$ cat src/verilog/hcnt_pkg.sv
//////////////////////////////////////////////////
// Widths, register map and command opcodes
// AXI4-Lite request and response structs
//////////////////////////////////////////////////

package hcnt_pkg;

  //////////////////////////////////////////////////
  // Widths and vector types

  localparam int AddrWidth   = 4;
  localparam int DataWidth   = 32;
  localparam int StrbWidth   = DataWidth / 8;
  // Widest counter a command word can carry
  localparam int MaxCntWidth = 8;

  typedef logic [AddrWidth-1:0]   addr_t;
  typedef logic [DataWidth-1:0]   data_t;
  typedef logic [StrbWidth-1:0]   strb_t;
  typedef logic [MaxCntWidth-1:0] operand_t;
  typedef logic [1:0]             resp_t;

  localparam resp_t RESP_OKAY   = 2'b00;
  localparam resp_t RESP_SLVERR = 2'b10;

  //////////////////////////////////////////////////
  // Register map

  localparam addr_t REG_CMD    = 4'h0;
  localparam addr_t REG_COUNT  = 4'h4;
  localparam addr_t REG_STATUS = 4'h8;

  // Field positions in a command write word
  localparam int CMD_OP_LSB      = 0;
  localparam int CMD_OPERAND_LSB = 8;

  // Status word bits
  localparam int STATUS_ERR_BIT  = 0;
  localparam int STATUS_IDLE_BIT = 1;

  //////////////////////////////////////////////////
  // Commands

  typedef enum logic [1:0] {
    OP_CLR  = 2'd0,
    OP_SET  = 2'd1,
    OP_INCR = 2'd2,
    OP_DECR = 2'd3
  } op_e;

  // Operand is the new value for set, the step otherwise
  typedef struct packed {
    op_e      op;
    operand_t operand;
  } cmd_t;

  //////////////////////////////////////////////////
  // AXI4-Lite bus

  // Master driven
  typedef struct packed {
    logic  awvalid;
    addr_t awaddr;
    logic  wvalid;
    data_t wdata;
    strb_t wstrb;
    logic  bready;
    logic  arvalid;
    addr_t araddr;
    logic  rready;
  } axil_req_t;

  // Slave driven
  typedef struct packed {
    logic  awready;
    logic  wready;
    logic  bvalid;
    resp_t bresp;
    logic  arready;
    logic  rvalid;
    data_t rdata;
    resp_t rresp;
  } axil_rsp_t;

endpackage

$ cat src/verilog/hcnt_cross_count.sv
//////////////////////////////////////////////////
// Saturating cross counter with a sum check
// Primary counts up, secondary mirrors it downwards
//////////////////////////////////////////////////

module hcnt_cross_count #(
  parameter int                  CntWidth   = 8,
  parameter logic [CntWidth-1:0] ResetValue = '0
) (
  input  logic                clk_i,
  input  logic                rst_n_i,
  input  logic                clr_i,
  input  logic                set_i,
  input  logic                incr_en_i,
  input  logic                decr_en_i,
  input  logic [CntWidth-1:0] set_cnt_i,
  input  logic [CntWidth-1:0] step_i,
  output logic [CntWidth-1:0] cnt_o,
  output logic                err_o
);

  localparam logic [CntWidth-1:0] CntMax = '1;
  // Element 0 is the primary, element 1 the secondary
  localparam logic [1:0][CntWidth-1:0] RstVals = {CntMax - ResetValue, ResetValue};

  logic [1:0][CntWidth-1:0] cnt_d;
  logic [1:0][CntWidth-1:0] cnt_q;
  logic [CntWidth:0]        sum;

  //////////////////////////////////////////////////
  // Next state per counter

  for (genvar k = 0; k < 2; k++) begin : gen_cnt
    logic                up;
    logic                dn;
    logic [CntWidth-1:0] set_val;
    logic [CntWidth-1:0] sat_val;
    logic [CntWidth:0]   ext_val;

    // Secondary moves against the primary
    assign up      = (k == 0) ? incr_en_i : decr_en_i;
    assign dn      = (k == 0) ? decr_en_i : incr_en_i;
    assign set_val = (k == 0) ? set_cnt_i : CntMax - set_cnt_i;

    // One extra bit catches the carry or borrow
    assign ext_val = up ? {1'b0, cnt_q[k]} + {1'b0, step_i} :
                          {1'b0, cnt_q[k]} - {1'b0, step_i};

    // Clamp at all ones going up, at zero going down
    assign sat_val = !ext_val[CntWidth] ? ext_val[CntWidth-1:0] :
                     up                 ? CntMax                : '0;

    // Clear beats set, set beats a step
    assign cnt_d[k] = clr_i       ? RstVals[k] :
                      set_i       ? set_val    :
                      (up || dn)  ? sat_val    : cnt_q[k];
  end

  always_ff @(posedge clk_i) begin
    if (!rst_n_i) begin
      cnt_q <= RstVals;
    end else begin
      cnt_q <= cnt_d;
    end
  end

  // Both halves must add up to all ones
  assign sum   = {1'b0, cnt_q[0]} + {1'b0, cnt_q[1]};
  assign err_o = sum != {1'b0, CntMax};
  assign cnt_o = cnt_q[0];

  //////////////////////////////////////////////////
  // Assertions

  // Reference model of one saturated step
  function automatic logic [CntWidth-1:0] exp_step(logic [CntWidth-1:0] cnt,
                                                   logic [CntWidth-1:0] step,
                                                   logic                inc);
    int res;
    res = inc ? int'(cnt) + int'(step) : int'(cnt) - int'(step);
    if (res > int'(CntMax)) begin
      return CntMax;
    end
    if (res < 0) begin
      return '0;
    end
    return CntWidth'(res);
  endfunction

  a_clr: assert property (@(posedge clk_i) disable iff (!rst_n_i)
    clr_i |=> cnt_o == ResetValue);

  a_set: assert property (@(posedge clk_i) disable iff (!rst_n_i)
    set_i && !clr_i |=> cnt_o == $past(set_cnt_i));

  // Covers increments and decrements alike
  a_step: assert property (@(posedge clk_i) disable iff (!rst_n_i)
    (incr_en_i ^ decr_en_i) && !clr_i && !set_i
    |=> cnt_o == $past(exp_step(cnt_o, step_i, incr_en_i)));

  // The executor never asks for both directions at once
  a_one_dir: assert property (@(posedge clk_i) disable iff (!rst_n_i)
    !(incr_en_i && decr_en_i));

  a_no_err: assert property (@(posedge clk_i) disable iff (!rst_n_i)
    !err_o);

endmodule

$ cat src/verilog/hcnt_axil_slave.sv
//////////////////////////////////////////////////
// AXI4-Lite slave for the command, count and
// status registers, pushes commands to the FIFO
//////////////////////////////////////////////////

module hcnt_axil_slave (
  input  logic                clk_i,
  input  logic                rst_n_i,
  input  hcnt_pkg::axil_req_t axil_req_i,
  output hcnt_pkg::axil_rsp_t axil_rsp_o,
  output logic                push_o,
  output hcnt_pkg::cmd_t      push_data_o,
  input  logic                full_i,
  input  hcnt_pkg::operand_t  count_i,
  input  logic                err_sticky_i,
  input  logic                idle_i
);

  logic            wr_is_cmd;
  logic            wr_accept;
  logic            bvalid_q;
  hcnt_pkg::resp_t bresp_q;
  logic            rd_accept;
  logic            rvalid_q;
  hcnt_pkg::data_t rdata_d;
  hcnt_pkg::data_t rdata_q;
  hcnt_pkg::resp_t rresp_d;
  hcnt_pkg::resp_t rresp_q;

  //////////////////////////////////////////////////
  // Write channel

  assign wr_is_cmd = axil_req_i.awaddr == hcnt_pkg::REG_CMD;

  // Address and data taken together, held off by a full FIFO
  assign wr_accept = axil_req_i.awvalid && axil_req_i.wvalid && !bvalid_q &&
                     (!wr_is_cmd || !full_i);

  assign push_o = wr_accept && wr_is_cmd;

  // Command word decode, strobes play no part
  assign push_data_o.op = hcnt_pkg::op_e'(
    axil_req_i.wdata[hcnt_pkg::CMD_OP_LSB +: $bits(hcnt_pkg::op_e)]);
  assign push_data_o.operand =
    axil_req_i.wdata[hcnt_pkg::CMD_OPERAND_LSB +: hcnt_pkg::MaxCntWidth];

  always_ff @(posedge clk_i) begin
    if (!rst_n_i) begin
      bvalid_q <= 1'b0;
    end else if (wr_accept) begin
      bvalid_q <= 1'b1;
    end else if (axil_req_i.bready) begin
      bvalid_q <= 1'b0;
    end
  end

  // Only the command register is writable
  always_ff @(posedge clk_i) begin
    if (wr_accept) begin
      bresp_q <= wr_is_cmd ? hcnt_pkg::RESP_OKAY : hcnt_pkg::RESP_SLVERR;
    end
  end

  //////////////////////////////////////////////////
  // Read channel

  assign rd_accept = axil_req_i.arvalid && !rvalid_q;

  always_comb begin
    rdata_d = '0;
    rresp_d = hcnt_pkg::RESP_OKAY;
    case (axil_req_i.araddr)
      // Write only, reads as zero
      hcnt_pkg::REG_CMD: ;
      hcnt_pkg::REG_COUNT: rdata_d = hcnt_pkg::data_t'(count_i);
      hcnt_pkg::REG_STATUS: begin
        rdata_d[hcnt_pkg::STATUS_ERR_BIT]  = err_sticky_i;
        rdata_d[hcnt_pkg::STATUS_IDLE_BIT] = idle_i;
      end
      default: rresp_d = hcnt_pkg::RESP_SLVERR;
    endcase
  end

  always_ff @(posedge clk_i) begin
    if (!rst_n_i) begin
      rvalid_q <= 1'b0;
    end else if (rd_accept) begin
      rvalid_q <= 1'b1;
    end else if (axil_req_i.rready) begin
      rvalid_q <= 1'b0;
    end
  end

  // Read payload captured at acceptance
  always_ff @(posedge clk_i) begin
    if (rd_accept) begin
      rdata_q <= rdata_d;
      rresp_q <= rresp_d;
    end
  end

  //////////////////////////////////////////////////
  // Response bundle

  assign axil_rsp_o.awready = wr_accept;
  assign axil_rsp_o.wready  = wr_accept;
  assign axil_rsp_o.bvalid  = bvalid_q;
  assign axil_rsp_o.bresp   = bresp_q;
  assign axil_rsp_o.arready = !rvalid_q;
  assign axil_rsp_o.rvalid  = rvalid_q;
  assign axil_rsp_o.rdata   = rdata_q;
  assign axil_rsp_o.rresp   = rresp_q;

  //////////////////////////////////////////////////
  // Assertions

  a_bvalid_hold: assert property (@(posedge clk_i) disable iff (!rst_n_i)
    bvalid_q && !axil_req_i.bready |=> bvalid_q && $stable(bresp_q));

  a_rvalid_hold: assert property (@(posedge clk_i) disable iff (!rst_n_i)
    rvalid_q && !axil_req_i.rready |=> rvalid_q && $stable(rdata_q));

endmodule

$ cat src/verilog/hcnt_cmd_fifo.sv
//////////////////////////////////////////////////
// First-word fall-through command FIFO
//////////////////////////////////////////////////

module hcnt_cmd_fifo #(
  parameter int FifoDepth = 4
) (
  input  logic           clk_i,
  input  logic           rst_n_i,
  input  logic           push_i,
  input  hcnt_pkg::cmd_t push_data_i,
  input  logic           pop_i,
  output hcnt_pkg::cmd_t pop_data_o,
  output logic           full_o,
  output logic           empty_o
);

  localparam int PtrWidth = $clog2(FifoDepth);

  // Top bit flags a wrap of the pointer
  typedef logic [PtrWidth:0] ptr_t;

  hcnt_pkg::cmd_t mem_q [FifoDepth];
  ptr_t           wr_ptr_q;
  ptr_t           rd_ptr_q;
  logic           push_en;
  logic           pop_en;

  // Same slot, same lap means empty, other lap means full
  assign empty_o = wr_ptr_q == rd_ptr_q;
  assign full_o  = (wr_ptr_q[PtrWidth] != rd_ptr_q[PtrWidth]) &&
                   (wr_ptr_q[PtrWidth-1:0] == rd_ptr_q[PtrWidth-1:0]);

  assign push_en = push_i && !full_o;
  assign pop_en  = pop_i && !empty_o;

  //////////////////////////////////////////////////
  // Pointers

  always_ff @(posedge clk_i) begin
    if (!rst_n_i) begin
      wr_ptr_q <= '0;
      rd_ptr_q <= '0;
    end else begin
      if (push_en) begin
        wr_ptr_q <= wr_ptr_q + 1'b1;
      end
      if (pop_en) begin
        rd_ptr_q <= rd_ptr_q + 1'b1;
      end
    end
  end

  //////////////////////////////////////////////////
  // Storage

  always_ff @(posedge clk_i) begin
    if (push_en) begin
      mem_q[wr_ptr_q[PtrWidth-1:0]] <= push_data_i;
    end
  end

  // Head entry shows without a read cycle
  assign pop_data_o = mem_q[rd_ptr_q[PtrWidth-1:0]];

  // Upstream must honour the full flag
  a_no_push_full: assert property (@(posedge clk_i) disable iff (!rst_n_i)
    push_i |-> !full_o);

  a_no_pop_empty: assert property (@(posedge clk_i) disable iff (!rst_n_i)
    pop_i |-> !empty_o);

endmodule

$ cat src/verilog/hcnt_cmd_exec.sv
//////////////////////////////////////////////////
// Command executor for the cross counter
// Sticky error and idle flag for the status word
//////////////////////////////////////////////////

module hcnt_cmd_exec #(
  parameter int CntWidth = 8
) (
  input  logic                clk_i,
  input  logic                rst_n_i,
  output logic                pop_o,
  input  hcnt_pkg::cmd_t      pop_data_i,
  input  logic                empty_i,
  output logic                cnt_clr_o,
  output logic                cnt_set_o,
  output logic                cnt_incr_o,
  output logic                cnt_decr_o,
  output logic [CntWidth-1:0] cnt_val_o,
  input  logic [CntWidth-1:0] cnt_i,
  input  logic                cnt_err_i,
  output hcnt_pkg::operand_t  count_o,
  output logic                err_sticky_o,
  output logic                idle_o
);

  logic applied_q;
  logic err_sticky_q;

  //////////////////////////////////////////////////
  // Decode

  // One command per cycle whenever the FIFO has one
  assign pop_o = !empty_i;

  always_comb begin
    cnt_clr_o  = 1'b0;
    cnt_set_o  = 1'b0;
    cnt_incr_o = 1'b0;
    cnt_decr_o = 1'b0;
    if (pop_o) begin
      case (pop_data_i.op)
        hcnt_pkg::OP_CLR:  cnt_clr_o  = 1'b1;
        hcnt_pkg::OP_SET:  cnt_set_o  = 1'b1;
        hcnt_pkg::OP_INCR: cnt_incr_o = 1'b1;
        default:           cnt_decr_o = 1'b1;
      endcase
    end
  end

  // Low operand bits serve as set value or step
  assign cnt_val_o = pop_data_i.operand[CntWidth-1:0];

  //////////////////////////////////////////////////
  // Status

  always_ff @(posedge clk_i) begin
    if (!rst_n_i) begin
      applied_q    <= 1'b0;
      err_sticky_q <= 1'b0;
    end else begin
      applied_q    <= pop_o;
      err_sticky_q <= err_sticky_q || cnt_err_i;
    end
  end

  // Pops are immediate, so an empty FIFO leaves nothing in flight
  assign idle_o       = empty_i;
  assign err_sticky_o = err_sticky_q;

  // Widen the count for the bus
  assign count_o = hcnt_pkg::operand_t'(cnt_i);

  // Counter stays consistent after every applied command
  a_applied_ok: assert property (@(posedge clk_i) disable iff (!rst_n_i)
    applied_q |-> !cnt_err_i);

endmodule

$ cat src/verilog/hcnt_top.sv
//////////////////////////////////////////////////
// Hardened event counter with AXI4-Lite port
//////////////////////////////////////////////////

module hcnt_top #(
  parameter int                  CntWidth   = 8,
  parameter logic [CntWidth-1:0] ResetValue = '0,
  parameter int                  FifoDepth  = 4
) (
  input  logic                clk_i,
  input  logic                rst_n_i,
  input  hcnt_pkg::axil_req_t axil_req_i,
  output hcnt_pkg::axil_rsp_t axil_rsp_o
);

  // Slave and FIFO
  logic                push;
  hcnt_pkg::cmd_t      push_data;
  logic                full;
  // FIFO and executor
  logic                pop;
  hcnt_pkg::cmd_t      pop_data;
  logic                empty;
  // Executor and counter
  logic                cnt_clr;
  logic                cnt_set;
  logic                cnt_incr;
  logic                cnt_decr;
  logic [CntWidth-1:0] cnt_val;
  logic [CntWidth-1:0] cnt;
  logic                cnt_err;
  // Executor back to the slave
  hcnt_pkg::operand_t  count;
  logic                err_sticky;
  logic                idle;

  hcnt_axil_slave u_axil_slave (
    .clk_i        (clk_i),
    .rst_n_i      (rst_n_i),
    .axil_req_i   (axil_req_i),
    .axil_rsp_o   (axil_rsp_o),
    .push_o       (push),
    .push_data_o  (push_data),
    .full_i       (full),
    .count_i      (count),
    .err_sticky_i (err_sticky),
    .idle_i       (idle)
  );

  hcnt_cmd_fifo #(
    .FifoDepth (FifoDepth)
  ) u_cmd_fifo (
    .clk_i       (clk_i),
    .rst_n_i     (rst_n_i),
    .push_i      (push),
    .push_data_i (push_data),
    .pop_i       (pop),
    .pop_data_o  (pop_data),
    .full_o      (full),
    .empty_o     (empty)
  );

  hcnt_cmd_exec #(
    .CntWidth (CntWidth)
  ) u_cmd_exec (
    .clk_i        (clk_i),
    .rst_n_i      (rst_n_i),
    .pop_o        (pop),
    .pop_data_i   (pop_data),
    .empty_i      (empty),
    .cnt_clr_o    (cnt_clr),
    .cnt_set_o    (cnt_set),
    .cnt_incr_o   (cnt_incr),
    .cnt_decr_o   (cnt_decr),
    .cnt_val_o    (cnt_val),
    .cnt_i        (cnt),
    .cnt_err_i    (cnt_err),
    .count_o      (count),
    .err_sticky_o (err_sticky),
    .idle_o       (idle)
  );

  // Same value feeds set and step, the control picks its meaning
  hcnt_cross_count #(
    .CntWidth   (CntWidth),
    .ResetValue (ResetValue)
  ) u_cross_count (
    .clk_i     (clk_i),
    .rst_n_i   (rst_n_i),
    .clr_i     (cnt_clr),
    .set_i     (cnt_set),
    .incr_en_i (cnt_incr),
    .decr_en_i (cnt_decr),
    .set_cnt_i (cnt_val),
    .step_i    (cnt_val),
    .cnt_o     (cnt),
    .err_o     (cnt_err)
  );

endmodule

$ cat config.mk
export PLATFORM = sky130hd
export DESIGN_NAME = hcnt_top
export DESIGN_NICKNAME = d
export VERILOG_FILES = /design/src/verilog/hcnt_pkg.sv /design/src/verilog/hcnt_cross_count.sv /design/src/verilog/hcnt_axil_slave.sv /design/src/verilog/hcnt_cmd_fifo.sv /design/src/verilog/hcnt_cmd_exec.sv /design/src/verilog/hcnt_top.sv
export SDC_FILE = /design/constraint.sdc
export NUM_CORES = 1
export LEC_CHECK = 0
export BUFFER_PORTS_ARGS = -buffer_cell sky130_fd_sc_hd__buf_2
export CAP_MARGIN = 5
export CORE_MARGIN = 4
export CORE_UTILIZATION = 35
export CTS_CLUSTER_DIAMETER = 150
export DETAILED_ROUTE_END_ITERATION = 8
export PLACE_DENSITY = 0.59
export SLEW_MARGIN = 10
export SYNTH_ARGS = -nofsm -noshare
export SYNTH_HDL_FRONTEND = slang
export SYNTH_SLANG_ARGS = --single-unit
$ cat constraint.sdc
create_clock -name clk_i -period 4.1 [get_ports clk_i]
set_input_delay 1.23 -clock clk_i [delete_from_list [all_inputs] [get_ports clk_i]]
set_output_delay 1.23 -clock clk_i [all_outputs]
set_load 0.02 [all_outputs]
# Word level (Yosys, flattened, before mapping)
# Memories as Yosys holds them, arrays and structs flattened. A register that Yosys moved wholly into a read port is not among the register bits.
# Cells that the tools add are included.
# word_totals
out_inout_bits,41
ff_bits,61
memories,1
ramBits,40
wordCells,81
# memory_table
name,depth,word_bits,rd,rd_ports_with_merged_regs,write_ports,line_no,text
u_cmd_fifo.mem_q,4,10,1,1,1,hcnt_cmd_fifo.sv:23,hcnt_pkg::cmd_t mem_q [FifoDepth];
# classes
bitwise,1
n_mux,29
n_eq_ne,8
n_reduce_logical,23
add_sub_neg,8
# ops
operator,count
$mux 8,8
$add 8x8->9,3
$mux 9,2
$sub 8x8->9,2
$mux 1,14
$ne 9x8->1 const B,1
$logic_not 4->1,2
$mux 2,4
$sub 8x8->8 const A,1
$logic_and 1x1->1,7
$add 3x1->3 const B,2
$reduce_bool 2->1,3
$reduce_or 3->1,2
$eq 4x3->1 const B,1
$eq 4x4->1 const B,1
$logic_not 1->1,4
$pmux 2 s2,1
$eq 3x3->1,1
$logic_or 1x1->1,3
$eq 2x1->1 const B,1
$eq 2x2->1,1
$eq 2x2->1 const B,1
$logic_not 2->1,1
$reduce_or 2->1,1
other kinds (2),2

# Logic depth before layout (Yosys ltp)
# Gate-level depths: netlist (run 1).
# depth
word_depth,9
mapped_depth,15
ltp_nobuf,13

# Hierarchy
# From an unflattened synthesis (run 1), not the netlist that was laid out.
# hier_totals
hier_cells,493
hier_area_um2,5176.2
# by_module_without_submodules
module,area_each_um2,n_inst,cells_per_inst
hcnt_cross_count,2150.8,1,271
hcnt_cmd_fifo,2009.4,1,120
hcnt_axil_slave,828.3,1,78
hcnt_cmd_exec,187.7,1,24

# Least setup slack after synthesis (run 1)
# OpenSTA, ideal clock, no wires.
# synth_path
path_kind,register to register
start,register (tool-made name)
end,register u_cross_count.cnt_q[10] in the netlist's numbering
setup_slack_ns,0.498
path_buffers,1
setup_time_ns,0.073
arrival_ns,3.529
path_stages_with_launch,14
required_time_ns,4.027
cell_sequence,dfxtp_1 -> buf_6 -> mux4_2 -> inv_1 -> ha_1 -> nand2_1 -> o21ai_0 -> fa_1 -> a211oi_1 -> o21bai_1 -> a2111oi_1 -> nor3_1 -> o31a_4 -> o211ai_2
# synth_lines
element,line_no,text
"end signal, assigned",hcnt_cross_count.sv:61,cnt_q <= RstVals;
"end signal, assigned",hcnt_cross_count.sv:63,cnt_q <= cnt_d;
"end, declared",hcnt_cross_count.sv:27,logic [1:0][CntWidth-1:0] cnt_q;

==> impl_results.md, run 1 <==
- Sw Ratio: 0.372
- Initial antenna violation count: 0
- EDFF count, synth: 50
- Root Driver: clkbuf_16
- Mean routed wirelength per cell: 15.4 um
- Yosys cell types: 57
- CP Capture Type: flop
- Fin nets: 559
- Hold EP: u_axil_slave.rvalid_q
- Num CTS Buffers: 9
- Internal power: between 0.0015 and 0.002 W
- Vias in the first global route: 3220
- Dpl cells: 629
- Via count: 3258
- Peak supply drop: 0.395 mV
- Top cells by area, synth: edfxtp_1 (32%), dfxtp_1 (12%), ha_1 (8.6%)
- Pre-antenna DRT Iters: 5
- Worst r2r dst: u_cross_count.cnt_q[11]
- Initial Util: 0.364
- Worst Tran Pin Value: 0.798 ns
- Worst Hold Path Cells: 2
- Worst hold path type: flop to flop
- # port buffers: 39
- Most frequent cells after synthesis: edfxtp_1 (50), a21oi_1 (36), ha_1 (32)
- Worst Path Max Fanout: 8
- Synth top area share: 0.322
- Pwr/cell area: approximately 560 nW/um2
- Leakage: between 2 and 2.5 nW
- GRT Total Usage: 0.136
- Final wirelength: 10000 um
- Asr flop ratio synth: 0
- Placed cell areas: 5000 um2
- DRC: 0
- R2R depth: 13
- CP Data Required Time: ~4.4 ns
- Slew Limit Fails: 0
- Max cap viols: 0
- Clk slew on worst S/H paths: around 0.060 ns
- Register bit total from synthesis: 77
- Vias/cell: 5.01
- Boundary Pins: a little over 90
- Gpl congestion: 0.914
- Logic pwr share: 0.418
- Status: completed
- Rows: 41
- Mean Syn Cell Area: 11.1 um2
- Final instance area: 5350 um2
- RSZ-0062 raised after global routing: no
- Num Clock Sinks: 77
- Antenna Violating Nets Remaining: 0
- Synth Cell Area: 4670 um2
- Max transition margin: 0.465
- Worst Setup Start Kind: flop
- Sequential Power Share: 0.330
- Die Width: 123 um
- Clk network pwr share: 0.252
- Area leader, netlist: edfxtp_1
- Main synth FF type: edfxtp_1
- Crit path DAT: 4.16 ns
- CTS max path bufs: 2
- Die ar.: 15200 um2
- CTS tree: done
- Die height: 123 um
- Layout Cells excl Fill: 650
- Layout cells sized above 1: 0.213
- Area grow syn2layout: 14.7%
- Max Fclk: 256 MHz
- Min Tclk post-route: approximately 3.9 ns
- H-Tree Depth: 3
- Most numerous cell in the Yosys netlist: edfxtp_1
- DR iter-0 viols: 126
- WS Path Type: flop to flop
- Setup TNS: 0 ns
- Setup violations, final: 0
- Ys Warns: 0
- Sw power: 0.00110 W
- Post-synthesis sequential area ratio: 0.438
- Largest net degree at the start of global routing: 23
- # diodes: 0
- Syn Inst Count: 421
- Clk_lat worst skew: 0.34 ns
- HPWL Detailed: 7490 um
- Worst hold margin: 0.545 ns
- Clk_skew: 0.00374 ns
- Area of the core: 12800 um2
- First-pass GRT wire length: 16100 um
- Hold Violations, Final: 0
- Grt total ovfl: 0
- R2R Setup Slk: 0.20 ns
- Crit share post-route: 0.951
- Hold_sp: u_axil_slave.rvalid_q
==> metrics by stage <==
step	util	setup WS [ns]	total power, W
6_report	0.417	0.200	0.00297
5_1_grt	0.417	0.00270	0.00318
4_1_cts	0.412	0.134	0.00296
3_5_place_dp	0.390	0.195	0.00220
3_3_place_gp	0.390	0.211	0.00218
2_1_floorplan	-	0.498	0.00195
==> layout make-up <==
class                   instances  area [um2]
fillers                      1253        7470
multi-input cells             317        2420
flip-flops and latches         77        2040
repair buffers                 59         358
clock buffers                   9         225
well taps                     172         215
clock inverters                 7        56.3
inverters                       9        33.8
==> state kept, by name (all words and copies together), names as in the netlist, 3 cells and up, named ones only <==
register and cells:
u_axil_slave.rdata_q 8, u_cmd_fifo.rd_ptr_q 3, u_cross_count.cnt_q 8, u_cmd_fifo.mem_q 40, u_cross_count.cnt_o 8, u_cmd_fifo.wr_ptr_q 3
==> kinds of logic (layout without fill, tap and decap cells) <==
family          Yosys count  count (layout)  synth area share
compound gates          104             104             0.149
simple gates            102             102             0.119
other cells               1              26          0.000804
flops                    77              77             0.438
fa+ha+maj                35              35            0.0987
xor+xnor                 38              38            0.0713
buf+inv                  52              84            0.0684
mux                      12              12            0.0552
==> routing by layer <==
metal	track usage	part of all wire
met4	0.0394	0.014
met3	0.0316	0.059
met1	0.176	0.45
met5	0	0
met2	0.226	0.47
==> worst max-delay path, cell delays in order, from the launching register on <==
cell	delay, ns
dfxtp_1	0.41
buf_4	0.22
mux4_2	0.62
buf_4	0.18
nand3_2	0.06
o21ai_0	0.19
fa_1	0.50
a211oi_1	0.26
o21bai_1	0.15
a2111oi_1	0.40
buf_4	0.18
nor3_1	0.05
o31a_4	0.41
o211ai_2	0.19
==> how the worst max path moves through the flow <==
stage | start | endpoint | slack [ns] | cells after the start
after detailed placement | flop | u_cross_count.cnt_o[4] | 0.19 | 13
final | flop | u_cross_count.cnt_q[11] | 0.20 | 13
after global placement | flop | u_cross_count.cnt_o[4] | 0.21 | 13
after global routing | flop | u_cross_count.cnt_o[3] | 0.003 | 15
after CTS | flop | u_cross_count.cnt_q[11] | 0.13 | 13
after floorplan | flop | u_cross_count.cnt_q[10] | 0.50 | 13
==> layout by cell type (no fill, tap or decap), types with 19 or more instances in the layout <==
cell type	n
conb_1	26
ha_1	32
dfxtp_1	27
xnor2_1	25
nor2_1	20
edfxtp_1	50
nand2_1	23
buf_2	39
a21oi_1	36
buf_4	19
o21ai_0	22
==> what timing repair did <==
action,4_1_cts,5_1_grt
hold buffers,0,0
buffers inserted,0,5
resized for setup,0,3
setup endpoints to repair,0,16
==> power groups by stage <==
stage / logic [W] / clock network, W / registers [W]
after global routing: 0.00139 / 0.000797 / 0.000990
after global placement: 0.00118 / 0 / 0.000995
after detailed placement: 0.00121 / 0 / 0.000998
final: 0.00124 / 0.000750 / 0.000981
after CTS: 0.00121 / 0.000768 / 0.000981
after floorplan: 0.000982 / 0 / 0.000969
(Power assumes the default switching activity.)
==> run 2, diff against run 1 <==
Settings changed: REMOVE_ABC_BUFFERS set to 1.
==> run 2 against run 1 <==
Power grew 1.1%. Clock power increased by 5.5%. Cell count decreased by 0.62%. Critical path depth stayed put. Combinational power about the same. Utilization decreased by 0.20 points. Routed wire length shrank 3.7%. Hold slack got worse by 0.0089 ns. Global-route usage fell by 0.18 points. Die area stayed put. Sequential share of layout area increased by 0.21 points.
==> impl_results.md, run 2 (same netlist as run 1, synthesis figures left out) <==
- Die Width: 123 um (unchanged)
- Pwr/cell area: 565 nW/um2 (+1.6%)
- HPWL Detailed: 7360 um (-1.6%)
- DRC: 0 (unchanged)
- Clk slew on worst S/H paths: 0.06 ns (about the same)
- Worst hold path type: flop to flop
- Crit path DAT: 4.00 ns (-0.16 ns)
- Most frequent cells in the layout: edfxtp_1 (50), buf_2 (39), a21oi_1 (36)
- Register Area: 2040 um2 (about the same)
- CP endpoint: u_cross_count.cnt_q[11]
- Vias/cell: 5.06 (+0.99%)
- Grt total ovfl: 0 (unchanged)
- Setup TNS: 0 ns (unchanged)
- Max Fclk: 267 MHz (+4.1%)
- # diodes: 0 (unchanged)
- Setup ws final: 0.354 ns (+0.154 ns)
- Area of the core: 12800 um2 (unchanged)
- Number of flip-flops in the largest register: 40 (unchanged)
- Via count: 3270 (+0.37%)
- CTS tree: done
- Max cap viols: 0 (unchanged)
- # port buffers: 39 (unchanged)
- Multi-input logic area: 2420 um2 (unchanged)
- Worst Path Max Fanout: 8 (unchanged)
- Hold-fix buffers, CTS: 0 (unchanged)
- Pre-antenna DRT Iters: 4 (-1)
- Initial antenna violation count: 0 (unchanged)
- Worst Setup Start Kind: flop
- Min Tclk post-route: 3.75 ns (-0.154 ns)
- Root Driver: clkbuf_16
- Num CTS Buffers: 9 (unchanged)
- Mean routed wirelength per cell: 14.9 um (-3.1%)
- RSZ-0062 raised after global routing: no
- Worst r2r dst: u_cross_count.cnt_q[11]
- Vias in the first global route: 3221 (+0.031%)
- R2R depth: 13 (unchanged)
- Total power: 0.00301 W (+1.1%)
- Layout cells sized above 1: 0.207 (-0.00664)
- Area grow syn2layout: 14.1%
- CP Capture Type: flop
- Peak supply drop: 0.337 mV (-15%)
- Most common cell after layout, fill and taps aside: edfxtp_1
- Status: completed
- H-Tree Depth: 3 (unchanged)
- Initial Util: 0.364 (unchanged)
- First-pass GRT wire length: 15800 um (-1.7%)
- Slew Limit Fails: 0 (unchanged)
- Setup violations, final: 0 (unchanged)
- Max transition margin: 0.379 (-0.0861)
- Clk_skew: 0.00652 ns (+0.00277 ns)
- CTS max path bufs: 2 (unchanged)
- Hold Violations, Final: 0 (unchanged)
- Die ar.: 15200 um2 (unchanged)
- Busiest grt layer: met2
- Placed cell areas: 5000 um2 (unchanged)
- DR iter-0 viols: 136 (+7.9%)
- Met1 GRT Util: 0.171 (-0.00499)
- Worst Tran Pin Value: 0.927 ns (+0.128 ns)
- Worst hold margin: 0.536 ns (-0.00888 ns)
- Final instance area: 5330 um2 (-0.49%)
- Met2 Use GR: 0.221 (-0.00578)
- R2R Setup Slk: 0.35 ns (+0.15 ns)
- Boundary Pins: 92 (unchanged)
- Clk_lat worst skew: 0.34 ns (about the same)
- Place WS: 0.233 ns (+0.0388 ns)
- Antenna Violating Nets Remaining: 0 (unchanged)
- WS Path Type: flop to flop
- GRT Total Usage: 0.134 (-0.00184)
- Rows: 41 (unchanged)
- Largest net degree at the start of global routing: 23 (unchanged)
- Final wirelength: 9630 um (-3.7%)
- CP Data Required Time: 4.36 ns (about the same)
- Die height: 123 um (unchanged)
- Fin nets: 555 (-0.72%)
- Num Clock Sinks: 77 (unchanged)
- Crit share post-route: 0.914 (-0.0376)
- Grt met3 use: 0.0306 (-0.000915)
- Gpl congestion: 0.844 (-7.7%)
- Leakage: 2.09 nW (-0.77%)
- Filler cell count: 1237 (-1.3%)
==> run 2: changes by cell type in the layout (fill, tap and decap cells not counted), sizes merged <==
cell      previous run  this run
clkinvlp             2         1
buf                 59        55
clkinv               2         3
bufinv               0         1
inv                 12        11
==> run 2: metrics by stage <==
step	utilization	std cells
4_1_cts	0.413	645
2_1_floorplan	-	403
5_1_grt	0.415	646
3_3_place_gp	0.390	629
6_report	0.415	646
3_5_place_dp	0.390	629
==> run 2: layout make-up <==
class / count / share of cell area
Multi-Input combinational cell: 317 / 0.455
Clock buffer: 9 / 0.0423
Clock inverter: 7 / 0.0134
Inverter: 9 / 0.00634
Timing Repair Buffer: 55 / 0.0592
Tap cell: 172 / 0.0404
Sequential cell: 77 / 0.384
==> run 2: where the power goes <==
group	internal, W	leakage, nW	switching [W]
clock	0.000472	0.142	0.000318
sequential	0.000895	0.677	0.0000876
combinational	0.000550	1.27	0.000683
==> run 2: worst min path at each step <==
stage / slack, ns / startpoint / end / cells after the start
after global routing: 0.58 / u_cross_count.cnt_q[8] / u_cross_count.cnt_q[8] / 2
after CTS: 0.54 / u_cross_count.cnt_q[8] / u_cross_count.cnt_q[8] / 2
final: 0.54 / u_cross_count.cnt_q[8] / u_cross_count.cnt_q[8] / 2
after global placement: 0.52 / u_axil_slave.rvalid_q / u_axil_slave.rvalid_q / 2
after detailed placement: 0.53 / u_cross_count.cnt_q[8] / u_cross_count.cnt_q[8] / 2
after floorplan: 0.48 / u_cross_count.cnt_q[15] / u_cross_count.cnt_q[15] / 2
==> run 2: timing repair <==
action | 4_1_cts | 5_1_grt
endpoints found under the setup margin | 0 | 16
gates resized for setup | 0 | 4
buffers inserted | 0 | 1
==> run 2: worst max-delay path: stages (launching register included) <==
cell and delay [ns]:
dfxtp_2 0.38, buf_4 0.19, mux4_2 0.56, and3_1 0.25, nor2_1 0.14, xnor2_1 0.15
ha_1 0.31, a211oi_1 0.28, o21bai_1 0.14, a2111oi_1 0.41, buf_4 0.20, nor3_1 0.06
o31a_4 0.41, o211ai_2 0.18
==> run 2: routing by layer <==
layer	routed length, um	vias to the layer above	share of wire
li1	-	1586	-
met1	4250	1546	0.44
met2	4540	115	0.47
met3	574	23	0.060
met5	0	-	0
met4	265	0	0.028
